==> config.mk <==
export PLATFORM = sky130hd
export DESIGN_NAME = pipeline_shell
export DESIGN_NICKNAME = d
export VERILOG_FILES = /design/src/shell_cfg_pkg.sv /design/src/shell_trace_pkg.sv /design/src/controller.sv /design/src/if_stage.sv /design/src/id_stage.sv /design/src/ex_stage.sv /design/src/wb_stage.sv /design/src/pipeline_shell.sv
export SDC_FILE = /design/constraint.sdc
export NUM_CORES = 1
export LEC_CHECK = 0
export BUFFER_PORTS_ARGS = -buffer_cell sky130_fd_sc_hd__buf_2
export CAP_MARGIN = 20
export CORE_ASPECT_RATIO = 1.75
export CORE_MARGIN = 1.5
export CORE_UTILIZATION = 40
export CTS_CLUSTER_SIZE = 28
export DETAILED_ROUTE_END_ITERATION = 8
export GPL_TIMING_DRIVEN = 1
export PLACE_DENSITY_LB_ADDON = 0.1
export SLEW_MARGIN = 10
export SYNTH_ARGS = -nofsm -noshare
export SYNTH_HDL_FRONTEND = slang
export SYNTH_HIERARCHICAL = 1
export SYNTH_SLANG_ARGS = --single-unit
==> constraint.sdc <==
create_clock -name clk_i -period 4.35 [get_ports clk_i]
set_input_delay 0.2175 -clock clk_i [delete_from_list [all_inputs] [get_ports clk_i]]
set_output_delay 0.2175 -clock clk_i [all_outputs]
set_load 0.02 [all_outputs]
==> src/shell_cfg_pkg.sv <==
// **********************************************************************
// Sizes and instruction encodings shared by the trace pipeline shell
// **********************************************************************

`default_nettype none

package shell_cfg_pkg;

    // Instruction word and program counter width
    localparam int XLEN = 32;

    // Width of the retirement order counter
    localparam int ORDER_W = 16;

    // Register index width of the base integer ISA
    localparam int REG_ADDR_W = 5;

    // Low opcode bits of every 32-bit instruction; anything else is compressed
    localparam logic [1:0] OPC_LOW_LEGAL = 2'b11;

    // Low bit positions of the rd and rs1 fields
    localparam int RD_LSB  = 7;
    localparam int RS1_LSB = 15;

endpackage

`default_nettype wire

==> src/shell_trace_pkg.sv <==
// **********************************************************************
// Trace record field types and the controller state of the shell
// **********************************************************************

`default_nettype none

package shell_trace_pkg;

    import shell_cfg_pkg::*;

    // Instruction word as seen in the trace
    typedef logic [XLEN-1:0] insn_t;

    // Program counter of the retired instruction
    typedef logic [XLEN-1:0] pc_t;

    // Architectural register index
    typedef logic [REG_ADDR_W-1:0] reg_addr_t;

    // Retirement number, dense over retired records
    typedef logic [ORDER_W-1:0] order_t;

    // Interrupt tracking in the controller
    // CTRL_IRQ_PEND waits for the next accepted record to carry the mark
    typedef enum logic {
        CTRL_RUN,
        CTRL_IRQ_PEND
    } ctrl_state_e;

endpackage

`default_nettype wire

==> src/controller.sv <==
// **********************************************************************
// Central pipeline control that computes step and flush per stage, input
// ready and the interrupt mark of the next accepted trace record
// **********************************************************************

`timescale 1ns/1ps
`default_nettype none

module controller (
    input  logic clk_i,
    input  logic arst_n_i,
    input  logic in_valid_i,
    input  logic irq_i,
    input  logic if_valid_i,
    input  logic id_valid_i,
    input  logic ex_valid_i,
    input  logic ex_trap_i,
    input  logic wb_valid_i,
    input  logic out_ready_i,
    output logic if_step_o,
    output logic id_step_o,
    output logic ex_step_o,
    output logic wb_step_o,
    output logic if_flush_o,
    output logic id_flush_o,
    output logic in_ready_o,
    output logic if_intr_o,
    output logic irq_ack_o
);

    import shell_trace_pkg::*;

    ctrl_state_e state_q;
    ctrl_state_e state_d;
    logic        irq_q;
    logic        irq_rise;
    logic        trap_flush;
    logic        accept;

    // Step chain built from the sink backwards
    // A stage moves when it is empty or its successor moves
    assign wb_step_o = !wb_valid_i || out_ready_i;
    assign ex_step_o = !ex_valid_i || wb_step_o;
    assign id_step_o = !id_valid_i || ex_step_o;
    assign if_step_o = !if_valid_i || id_step_o;

    // A trapping record in EX kills everything younger in IF and ID
    assign trap_flush = ex_valid_i && ex_trap_i;
    assign if_flush_o = trap_flush;
    assign id_flush_o = trap_flush;

    // No new record may enter while the younger ones are being killed
    assign in_ready_o = if_step_o && !trap_flush;
    assign accept     = in_valid_i && in_ready_o;

    assign irq_rise = irq_i && !irq_q;

    // The mark is offered to IF while pending and taken on acceptance
    assign if_intr_o = (state_q == CTRL_IRQ_PEND);
    assign irq_ack_o = (state_q == CTRL_IRQ_PEND) && accept;

    always_comb begin
        state_d = state_q;
        case (state_q)
            CTRL_RUN: begin
                if (irq_rise) begin
                    state_d = CTRL_IRQ_PEND;
                end
            end
            CTRL_IRQ_PEND: begin
                if (accept) begin
                    state_d = CTRL_RUN;
                end
            end
            default: begin
                state_d = CTRL_RUN;
            end
        endcase
    end

    always_ff @(posedge clk_i or negedge arst_n_i) begin
        if (!arst_n_i) begin
            state_q <= CTRL_RUN;
            irq_q   <= 1'b0;
        end else begin
            state_q <= state_d;
            irq_q   <= irq_i;
        end
    end

    // Only one record can be marked per interrupt edge
    a_irq_ack_single : assert property (
        @(posedge clk_i) disable iff (!arst_n_i)
        irq_ack_o |=> !irq_ack_o
    );

    // A record taken from the source always lands in IF, which keeps the
    // input closed while the younger stages are being killed
    a_accept_lands_in_if : assert property (
        @(posedge clk_i) disable iff (!arst_n_i)
        accept |=> if_valid_i
    );

endmodule

`default_nettype wire

==> src/if_stage.sv <==
// **********************************************************************
// Fetch stage of the trace model: holds the record just accepted from
// the source together with its interrupt mark
// **********************************************************************

`timescale 1ns/1ps
`default_nettype none

module if_stage (
    input  logic                   clk_i,
    input  logic                   arst_n_i,
    input  logic                   step_i,
    input  logic                   flush_i,
    input  logic                   in_valid_i,
    input  shell_trace_pkg::insn_t in_insn_i,
    input  shell_trace_pkg::pc_t   in_pc_i,
    input  logic                   intr_i,
    output logic                   valid_o,
    output shell_trace_pkg::insn_t insn_o,
    output shell_trace_pkg::pc_t   pc_o,
    output logic                   intr_o
);

    import shell_trace_pkg::*;

    // A step with no valid input leaves the stage empty
    always_ff @(posedge clk_i or negedge arst_n_i) begin
        if (!arst_n_i) begin
            valid_o <= 1'b0;
        end else if (flush_i) begin
            valid_o <= 1'b0;
        end else if (step_i) begin
            valid_o <= in_valid_i;
        end
    end

    always_ff @(posedge clk_i) begin
        if (step_i && in_valid_i) begin
            insn_o <= in_insn_i;
            pc_o   <= in_pc_i;
            intr_o <= intr_i;
        end
    end

endmodule

`default_nettype wire

==> src/id_stage.sv <==
// **********************************************************************
// Decode stage: passes the record on and extracts rd and rs1 indices
// **********************************************************************

`timescale 1ns/1ps
`default_nettype none

module id_stage (
    input  logic                       clk_i,
    input  logic                       arst_n_i,
    input  logic                       step_i,
    input  logic                       flush_i,
    input  logic                       valid_i,
    input  shell_trace_pkg::insn_t     insn_i,
    input  shell_trace_pkg::pc_t       pc_i,
    input  logic                       intr_i,
    output logic                       valid_o,
    output shell_trace_pkg::insn_t     insn_o,
    output shell_trace_pkg::pc_t       pc_o,
    output logic                       intr_o,
    output shell_trace_pkg::reg_addr_t rd_addr_o,
    output shell_trace_pkg::reg_addr_t rs1_addr_o
);

    import shell_cfg_pkg::*;
    import shell_trace_pkg::*;

    always_ff @(posedge clk_i or negedge arst_n_i) begin
        if (!arst_n_i) begin
            valid_o <= 1'b0;
        end else if (flush_i) begin
            valid_o <= 1'b0;
        end else if (step_i) begin
            valid_o <= valid_i;
        end
    end

    // Field positions are the same for every 32-bit format that has them
    always_ff @(posedge clk_i) begin
        if (step_i && valid_i) begin
            insn_o     <= insn_i;
            pc_o       <= pc_i;
            intr_o     <= intr_i;
            rd_addr_o  <= insn_i[RD_LSB +: REG_ADDR_W];
            rs1_addr_o <= insn_i[RS1_LSB +: REG_ADDR_W];
        end
    end

endmodule

`default_nettype wire

==> src/ex_stage.sv <==
// **********************************************************************
// Execute stage: flags illegal instructions as traps; a trapping record
// here triggers the flush of the younger stages in the controller
// **********************************************************************

`timescale 1ns/1ps
`default_nettype none

module ex_stage (
    input  logic                       clk_i,
    input  logic                       arst_n_i,
    input  logic                       step_i,
    input  logic                       valid_i,
    input  shell_trace_pkg::insn_t     insn_i,
    input  shell_trace_pkg::pc_t       pc_i,
    input  logic                       intr_i,
    input  shell_trace_pkg::reg_addr_t rd_addr_i,
    input  shell_trace_pkg::reg_addr_t rs1_addr_i,
    output logic                       valid_o,
    output shell_trace_pkg::insn_t     insn_o,
    output shell_trace_pkg::pc_t       pc_o,
    output logic                       intr_o,
    output shell_trace_pkg::reg_addr_t rd_addr_o,
    output shell_trace_pkg::reg_addr_t rs1_addr_o,
    output logic                       trap_o
);

    import shell_cfg_pkg::*;
    import shell_trace_pkg::*;

    logic illegal;
    logic kill_in;

    // Compressed encodings are not supported and count as illegal
    assign illegal = (insn_i[1:0] != OPC_LOW_LEGAL);

    // While the trap sits here the record behind it in ID is younger
    // and must not slip into EX as the trap moves on
    assign kill_in = valid_o && trap_o;

    always_ff @(posedge clk_i or negedge arst_n_i) begin
        if (!arst_n_i) begin
            valid_o <= 1'b0;
        end else if (step_i) begin
            valid_o <= valid_i && !kill_in;
        end
    end

    always_ff @(posedge clk_i) begin
        if (step_i && valid_i) begin
            insn_o     <= insn_i;
            pc_o       <= pc_i;
            intr_o     <= intr_i;
            trap_o     <= illegal;
            rs1_addr_o <= rs1_addr_i;
            // A trapping instruction writes no register
            rd_addr_o  <= illegal ? '0 : rd_addr_i;
        end
    end

endmodule

`default_nettype wire

==> src/wb_stage.sv <==
// **********************************************************************
// Writeback stage and output register of the shell; numbers each
// retiring record and holds it while the sink stalls
// **********************************************************************

`timescale 1ns/1ps
`default_nettype none

module wb_stage (
    input  logic                       clk_i,
    input  logic                       arst_n_i,
    input  logic                       step_i,
    input  logic                       valid_i,
    input  shell_trace_pkg::insn_t     insn_i,
    input  shell_trace_pkg::pc_t       pc_i,
    input  logic                       intr_i,
    input  shell_trace_pkg::reg_addr_t rd_addr_i,
    input  shell_trace_pkg::reg_addr_t rs1_addr_i,
    input  logic                       trap_i,
    output logic                       valid_o,
    output shell_trace_pkg::order_t    order_o,
    output shell_trace_pkg::insn_t     insn_o,
    output shell_trace_pkg::pc_t       pc_o,
    output logic                       intr_o,
    output shell_trace_pkg::reg_addr_t rd_addr_o,
    output shell_trace_pkg::reg_addr_t rs1_addr_o,
    output logic                       trap_o
);

    import shell_trace_pkg::*;

    order_t order_cnt;
    logic   load;

    assign load = step_i && valid_i;

    // Counter only advances on a real load, so killed records leave no gap
    always_ff @(posedge clk_i or negedge arst_n_i) begin
        if (!arst_n_i) begin
            valid_o   <= 1'b0;
            order_cnt <= '0;
        end else if (step_i) begin
            valid_o <= valid_i;
            if (valid_i) begin
                order_cnt <= order_cnt + 1'b1;
            end
        end
    end

    always_ff @(posedge clk_i) begin
        if (load) begin
            order_o    <= order_cnt;
            insn_o     <= insn_i;
            pc_o       <= pc_i;
            intr_o     <= intr_i;
            rd_addr_o  <= rd_addr_i;
            rs1_addr_o <= rs1_addr_i;
            trap_o     <= trap_i;
        end
    end

    // A stalled record must be presented unchanged until the sink takes it
    a_hold_on_stall : assert property (
        @(posedge clk_i) disable iff (!arst_n_i)
        (valid_o && !step_i) |=> (valid_o && $stable({order_o, insn_o, pc_o, intr_o,
                                                      rd_addr_o, rs1_addr_o, trap_o}))
    );

endmodule

`default_nettype wire

==> src/pipeline_shell.sv <==
// **********************************************************************
// Top of the trace pipeline shell; replays accepted trace records
// through IF, ID, EX and WB under control of the central controller
// **********************************************************************

`timescale 1ns/1ps
`default_nettype none

module pipeline_shell (
    input  logic                       clk_i,
    input  logic                       arst_n_i,
    input  logic                       in_valid_i,
    output logic                       in_ready_o,
    input  shell_trace_pkg::insn_t     in_insn_i,
    input  shell_trace_pkg::pc_t       in_pc_i,
    input  logic                       irq_i,
    output logic                       irq_ack_o,
    output logic                       out_valid_o,
    input  logic                       out_ready_i,
    output shell_trace_pkg::order_t    out_order_o,
    output shell_trace_pkg::insn_t     out_insn_o,
    output shell_trace_pkg::pc_t       out_pc_o,
    output shell_trace_pkg::reg_addr_t out_rd_addr_o,
    output shell_trace_pkg::reg_addr_t out_rs1_addr_o,
    output logic                       out_trap_o,
    output logic                       out_intr_o
);

    import shell_trace_pkg::*;

    logic      if_step;
    logic      id_step;
    logic      ex_step;
    logic      wb_step;
    logic      if_flush;
    logic      id_flush;
    logic      if_intr_mark;

    logic      if_valid;
    insn_t     if_insn;
    pc_t       if_pc;
    logic      if_intr;

    logic      id_valid;
    insn_t     id_insn;
    pc_t       id_pc;
    logic      id_intr;
    reg_addr_t id_rd_addr;
    reg_addr_t id_rs1_addr;

    logic      ex_valid;
    insn_t     ex_insn;
    pc_t       ex_pc;
    logic      ex_intr;
    reg_addr_t ex_rd_addr;
    reg_addr_t ex_rs1_addr;
    logic      ex_trap;

    logic      wb_valid;

    assign out_valid_o = wb_valid;

    controller controller_inst (
        .clk_i       (clk_i),
        .arst_n_i    (arst_n_i),
        .in_valid_i  (in_valid_i),
        .irq_i       (irq_i),
        .if_valid_i  (if_valid),
        .id_valid_i  (id_valid),
        .ex_valid_i  (ex_valid),
        .ex_trap_i   (ex_trap),
        .wb_valid_i  (wb_valid),
        .out_ready_i (out_ready_i),
        .if_step_o   (if_step),
        .id_step_o   (id_step),
        .ex_step_o   (ex_step),
        .wb_step_o   (wb_step),
        .if_flush_o  (if_flush),
        .id_flush_o  (id_flush),
        .in_ready_o  (in_ready_o),
        .if_intr_o   (if_intr_mark),
        .irq_ack_o   (irq_ack_o)
    );

    if_stage if_stage_inst (
        .clk_i      (clk_i),
        .arst_n_i   (arst_n_i),
        .step_i     (if_step),
        .flush_i    (if_flush),
        .in_valid_i (in_valid_i),
        .in_insn_i  (in_insn_i),
        .in_pc_i    (in_pc_i),
        .intr_i     (if_intr_mark),
        .valid_o    (if_valid),
        .insn_o     (if_insn),
        .pc_o       (if_pc),
        .intr_o     (if_intr)
    );

    id_stage id_stage_inst (
        .clk_i      (clk_i),
        .arst_n_i   (arst_n_i),
        .step_i     (id_step),
        .flush_i    (id_flush),
        .valid_i    (if_valid),
        .insn_i     (if_insn),
        .pc_i       (if_pc),
        .intr_i     (if_intr),
        .valid_o    (id_valid),
        .insn_o     (id_insn),
        .pc_o       (id_pc),
        .intr_o     (id_intr),
        .rd_addr_o  (id_rd_addr),
        .rs1_addr_o (id_rs1_addr)
    );

    ex_stage ex_stage_inst (
        .clk_i      (clk_i),
        .arst_n_i   (arst_n_i),
        .step_i     (ex_step),
        .valid_i    (id_valid),
        .insn_i     (id_insn),
        .pc_i       (id_pc),
        .intr_i     (id_intr),
        .rd_addr_i  (id_rd_addr),
        .rs1_addr_i (id_rs1_addr),
        .valid_o    (ex_valid),
        .insn_o     (ex_insn),
        .pc_o       (ex_pc),
        .intr_o     (ex_intr),
        .rd_addr_o  (ex_rd_addr),
        .rs1_addr_o (ex_rs1_addr),
        .trap_o     (ex_trap)
    );

    wb_stage wb_stage_inst (
        .clk_i      (clk_i),
        .arst_n_i   (arst_n_i),
        .step_i     (wb_step),
        .valid_i    (ex_valid),
        .insn_i     (ex_insn),
        .pc_i       (ex_pc),
        .intr_i     (ex_intr),
        .rd_addr_i  (ex_rd_addr),
        .rs1_addr_i (ex_rs1_addr),
        .trap_i     (ex_trap),
        .valid_o    (wb_valid),
        .order_o    (out_order_o),
        .insn_o     (out_insn_o),
        .pc_o       (out_pc_o),
        .intr_o     (out_intr_o),
        .rd_addr_o  (out_rd_addr_o),
        .rs1_addr_o (out_rs1_addr_o),
        .trap_o     (out_trap_o)
    );

endmodule

`default_nettype wire

==> impl_metrics.py <==
metrics = {
    "run_status": {
        "outcome": "finished, final reports clean",
    },
    "timing": {
        "setup_viol": 0,
        "drv_slew": 0,
        "fin_crit_ns": 2.18,
        "tightestPinTransition_ns": 1.02,
        "rsz0062_at_grt": "false",
        "final.period_utilization_pct": 50.1,
        "fin_setup_tns_ns": 0,
        "fmax_mhz": 459,
        "fin_ws_ns": 2.17,
        "hold_viol_final": 0,
        "slew_headroom_pct": 31.8,
        "skew_ns": 0.0131,
        "finalHoldWorstSlack_ns": 0.0803,
    },
    "cells_and_area": {
        "multiInputGateArea_um2": 484,
        "syn2layout_area_growth_pct": 26.8,
        "nFillCells": 2045,
        "design_area_um2": 12800,
        "nNetsFinal": 725,
        "utilization_pct": 51.7,
        "n_antenna_cell": 0,
        "drive_above_1_share_pct": 30.9,
        "ff_latch_area_um2": 9500,
    },
    "worst_setup_path": {
        "startpoint_type": "flop",
        "crit_type": "reg -> reg",
        "r2r_start": "wb_stage_inst/valid_o",
        "r2r_end": "wb_stage_inst/pc_o[2]",
        "crit_fanout": 64,
        "endpoint_kind": "flop",
        "cp.required_ns": 4.55,
        "rrSetupSlack_ns": 2.17,
        "arrival_ns": 2.37,
        "reg2reg_depth": 4,
    },
    "synthesis": {
        "synth_area_um2": 10100,
        "synthXorXnorAreaFrac_pct": 1.30,
        "ys_seq_elements": 320,
        "netlist.area_leader.share_pct": 88.8,
        "synth_common_cells": "edfxtp_1 (298), dfrtp_1 (22), xnor2_1 (14)",
        "ys_seq_area_share_pct": 94.2,
        "async_flop_share_pct": 6.88,
        "synth-warning-count": 6,
        "ys.flop_type": "edfxtp_1",
        "synthMuxAreaShare_pct": 0.310,
        "synth-simple-area-share_pct": 2.69,
        "yosys.cell_types.count": 30,
        "synth_top_family_by_area": "simple AND/OR/NAND/NOR gates",
        "synth-edff-count": 298,
        "syn_area_per_cell_um2": 24.9,
        "synth_fa_ha_area_share_pct": 0.124,
        "synth_area_leader_cell": "edfxtp_1",
        "synth_compound_area_share_pct": 0.347,
        "yosysMostFrequentCell": "edfxtp_1",
        "syn_nets": 475,
        "syn_inst": 405,
        "netlist_top_cells_area": "edfxtp_1 (89%), dfrtp_1 (5.5%), xnor2_1 (1.2%)",
    },
    "worst_hold_path": {
        "hold_start": "out_ready_i",
        "hp-class": "in -> reg",
        "min_to": "wb_stage_inst/valid_o",
        "min_path_cells": 3,
    },
    "global_route": {
        "grt_overflow_total": 0,
        "grt_max_degree": 78,
        "grt_first_pass_wirelength_mm": 24.1,
        "grt_usage_pct": 12.4,
        "grt_pass1_vias": 4558,
        "antenna_found_initial": 0,
    },
    "die": {
        "rows": 76,
        "initial_utilization_pct": 40.8,
        "fp.dieArea_um2": 26200,
        "ios": 164,
        "coreArea_um2": 24700,
        "die_x_um": 123,
        "die_h_um": 213,
    },
    "route": {
        "wl_mm": 16.2,
        "wl_per_cell_um": 16.4,
        "vias": 4375,
        "drt-initial-drc-count": 237,
        "drc_errors": 0,
        "dr.pass1.iters": 4,
        "post_drt_via_cell_ratio": 4.43,
        "drtAntennaViolNets": 0,
    },
    "clocking": {
        "root_buffer": "clkbuf_16",
        "cts_resized": 0,
        "clock_path_buffers": 3,
        "clkTransAtPathRegs_ns": 0.07,
        "cts_buffers": 28,
        "cts.sinks": 320,
        "h-tree-depth": 1,
        "clk_latency_ns": 0.55,
        "post_cts_buffers": 0,
        "cts_tree": "yes",
        "hold_buffers": 67,
    },
    "pwr": {
        "ir_drop_v": 0.000283,
        "power.leakage_nw": 4.71,
        "power_density_nw_per_um2": 614,
    },
    "flow_run": {
        "maxCapViolCount": 0,
    },
    "placed_design": {
        "dp_hpwl_mm": 9.82,
        "dpl_cell_area_um2": 11200,
        "numPortBuffers": 163,
        "globalplace.congestion": 0.741,
        "dp_slack_ns": 2.14,
    },
}
per-layer routing:
metal	part of all wire (%)	routed length [µm]	global-route usage, %	vias to the layer above
met1	37	6080	14.0	2121
met3	5.4	872	2.38	40
met4	3.6	577	6.18	0
met2	54	8710	22.2	140
met5	0	0	0	-
li1	-	-	-	2074
worst max-delay path by stage:
stage               cells past startpoint                          end  slack (ns)                   from
floorplan                               5   wb_stage_inst/order_cnt[3]        1.20  wb_stage_inst/valid_o
global placement                        4     wb_stage_inst/insn_o[26]        2.21  wb_stage_inst/valid_o
detailed placement                      4       wb_stage_inst/pc_o[11]        2.14  wb_stage_inst/valid_o
CTS                                     4        wb_stage_inst/pc_o[2]        2.13  wb_stage_inst/valid_o
global route                            4  wb_stage_inst/rs1_addr_o[4]        2.01  wb_stage_inst/valid_o
finish                                  4        wb_stage_inst/pc_o[2]        2.17  wb_stage_inst/valid_o
flip-flops by register name (all words and copies together), names as in the netlist, 16 cells and up:
signal,count
wb_stage_inst/order_o,16
wb_stage_inst/insn_o,32
ex_stage_inst/insn_o,32
wb_stage_inst/pc_o,32
id_stage_inst/pc_o,32
wb_stage_inst/order_cnt,16
if_stage_inst/pc_o,32
if_stage_inst/insn_o,32
id_stage_inst/insn_o,32
ex_stage_inst/pc_o,32
cells by family after synthesis:
family	after synthesis
flops	320
buf+inv	16
compound gates	5
fa+ha+maj	1
mux	3
xor+xnor	15
simple gates	45
final cells by class:
| type | instances | share of cell area (%) |
|---|---|---|
| tap | 312 | 3.05 |
| inverter | 5 | 0.166 |
| clock buffer | 35 | 5.85 |
| clock inverter | 16 | 1.18 |
| sequential | 320 | 74.3 |
| multi-input combinational | 69 | 3.79 |
| timing repair buffer | 231 | 11.7 |
worst max-delay path: stages (launching register included):
cell and delay (ns):
dfrtp_1 0.41, nand2b_1 0.13, nand2_2 0.13, inv_4 0.61, buf_4 0.51
metrics by stage:
step,power [mW],instances
2_1_floorplan,5.04,405
3_3_place_gp,5.46,870
3_5_place_dp,5.50,870
4_1_cts,8.00,988
5_1_grt,8.21,988
6_report,7.86,988
placed cells by master, fill, tap and decap left out, drive strengths merged, types with 2 or more instances in the layout:
| cell | instances |
|---|---|
| mux2i | 2 |
| o21ai | 3 |
| clkinv | 12 |
| xnor2 | 14 |
| nand4 | 4 |
| nor2 | 4 |
| edfxtp | 298 |
| nand3b | 2 |
| nand2 | 11 |
| bufinv | 3 |
| nor3 | 2 |
| inv | 6 |
| clkbuf | 35 |
| nand3 | 7 |
| and2 | 4 |
| dfrtp | 22 |
| buf | 164 |
| and3 | 5 |
| dlygate4sd3 | 67 |
report_power, final:
| part | internal (mW) | leakage [nW] | total, mW | switching (mW) |
|---|---|---|---|---|
| Combinational | 0.284 | 1.13 | 1.04 | 0.761 |
| Clock | 1.39 | 0.441 | 2.42 | 1.03 |
| Sequential | 4.17 | 3.14 | 4.39 | 0.222 |
| Total | 5.84 | 4.71 | 7.86 | 2.01 |
No activity file was read; power rests on OpenSTA's default activity.
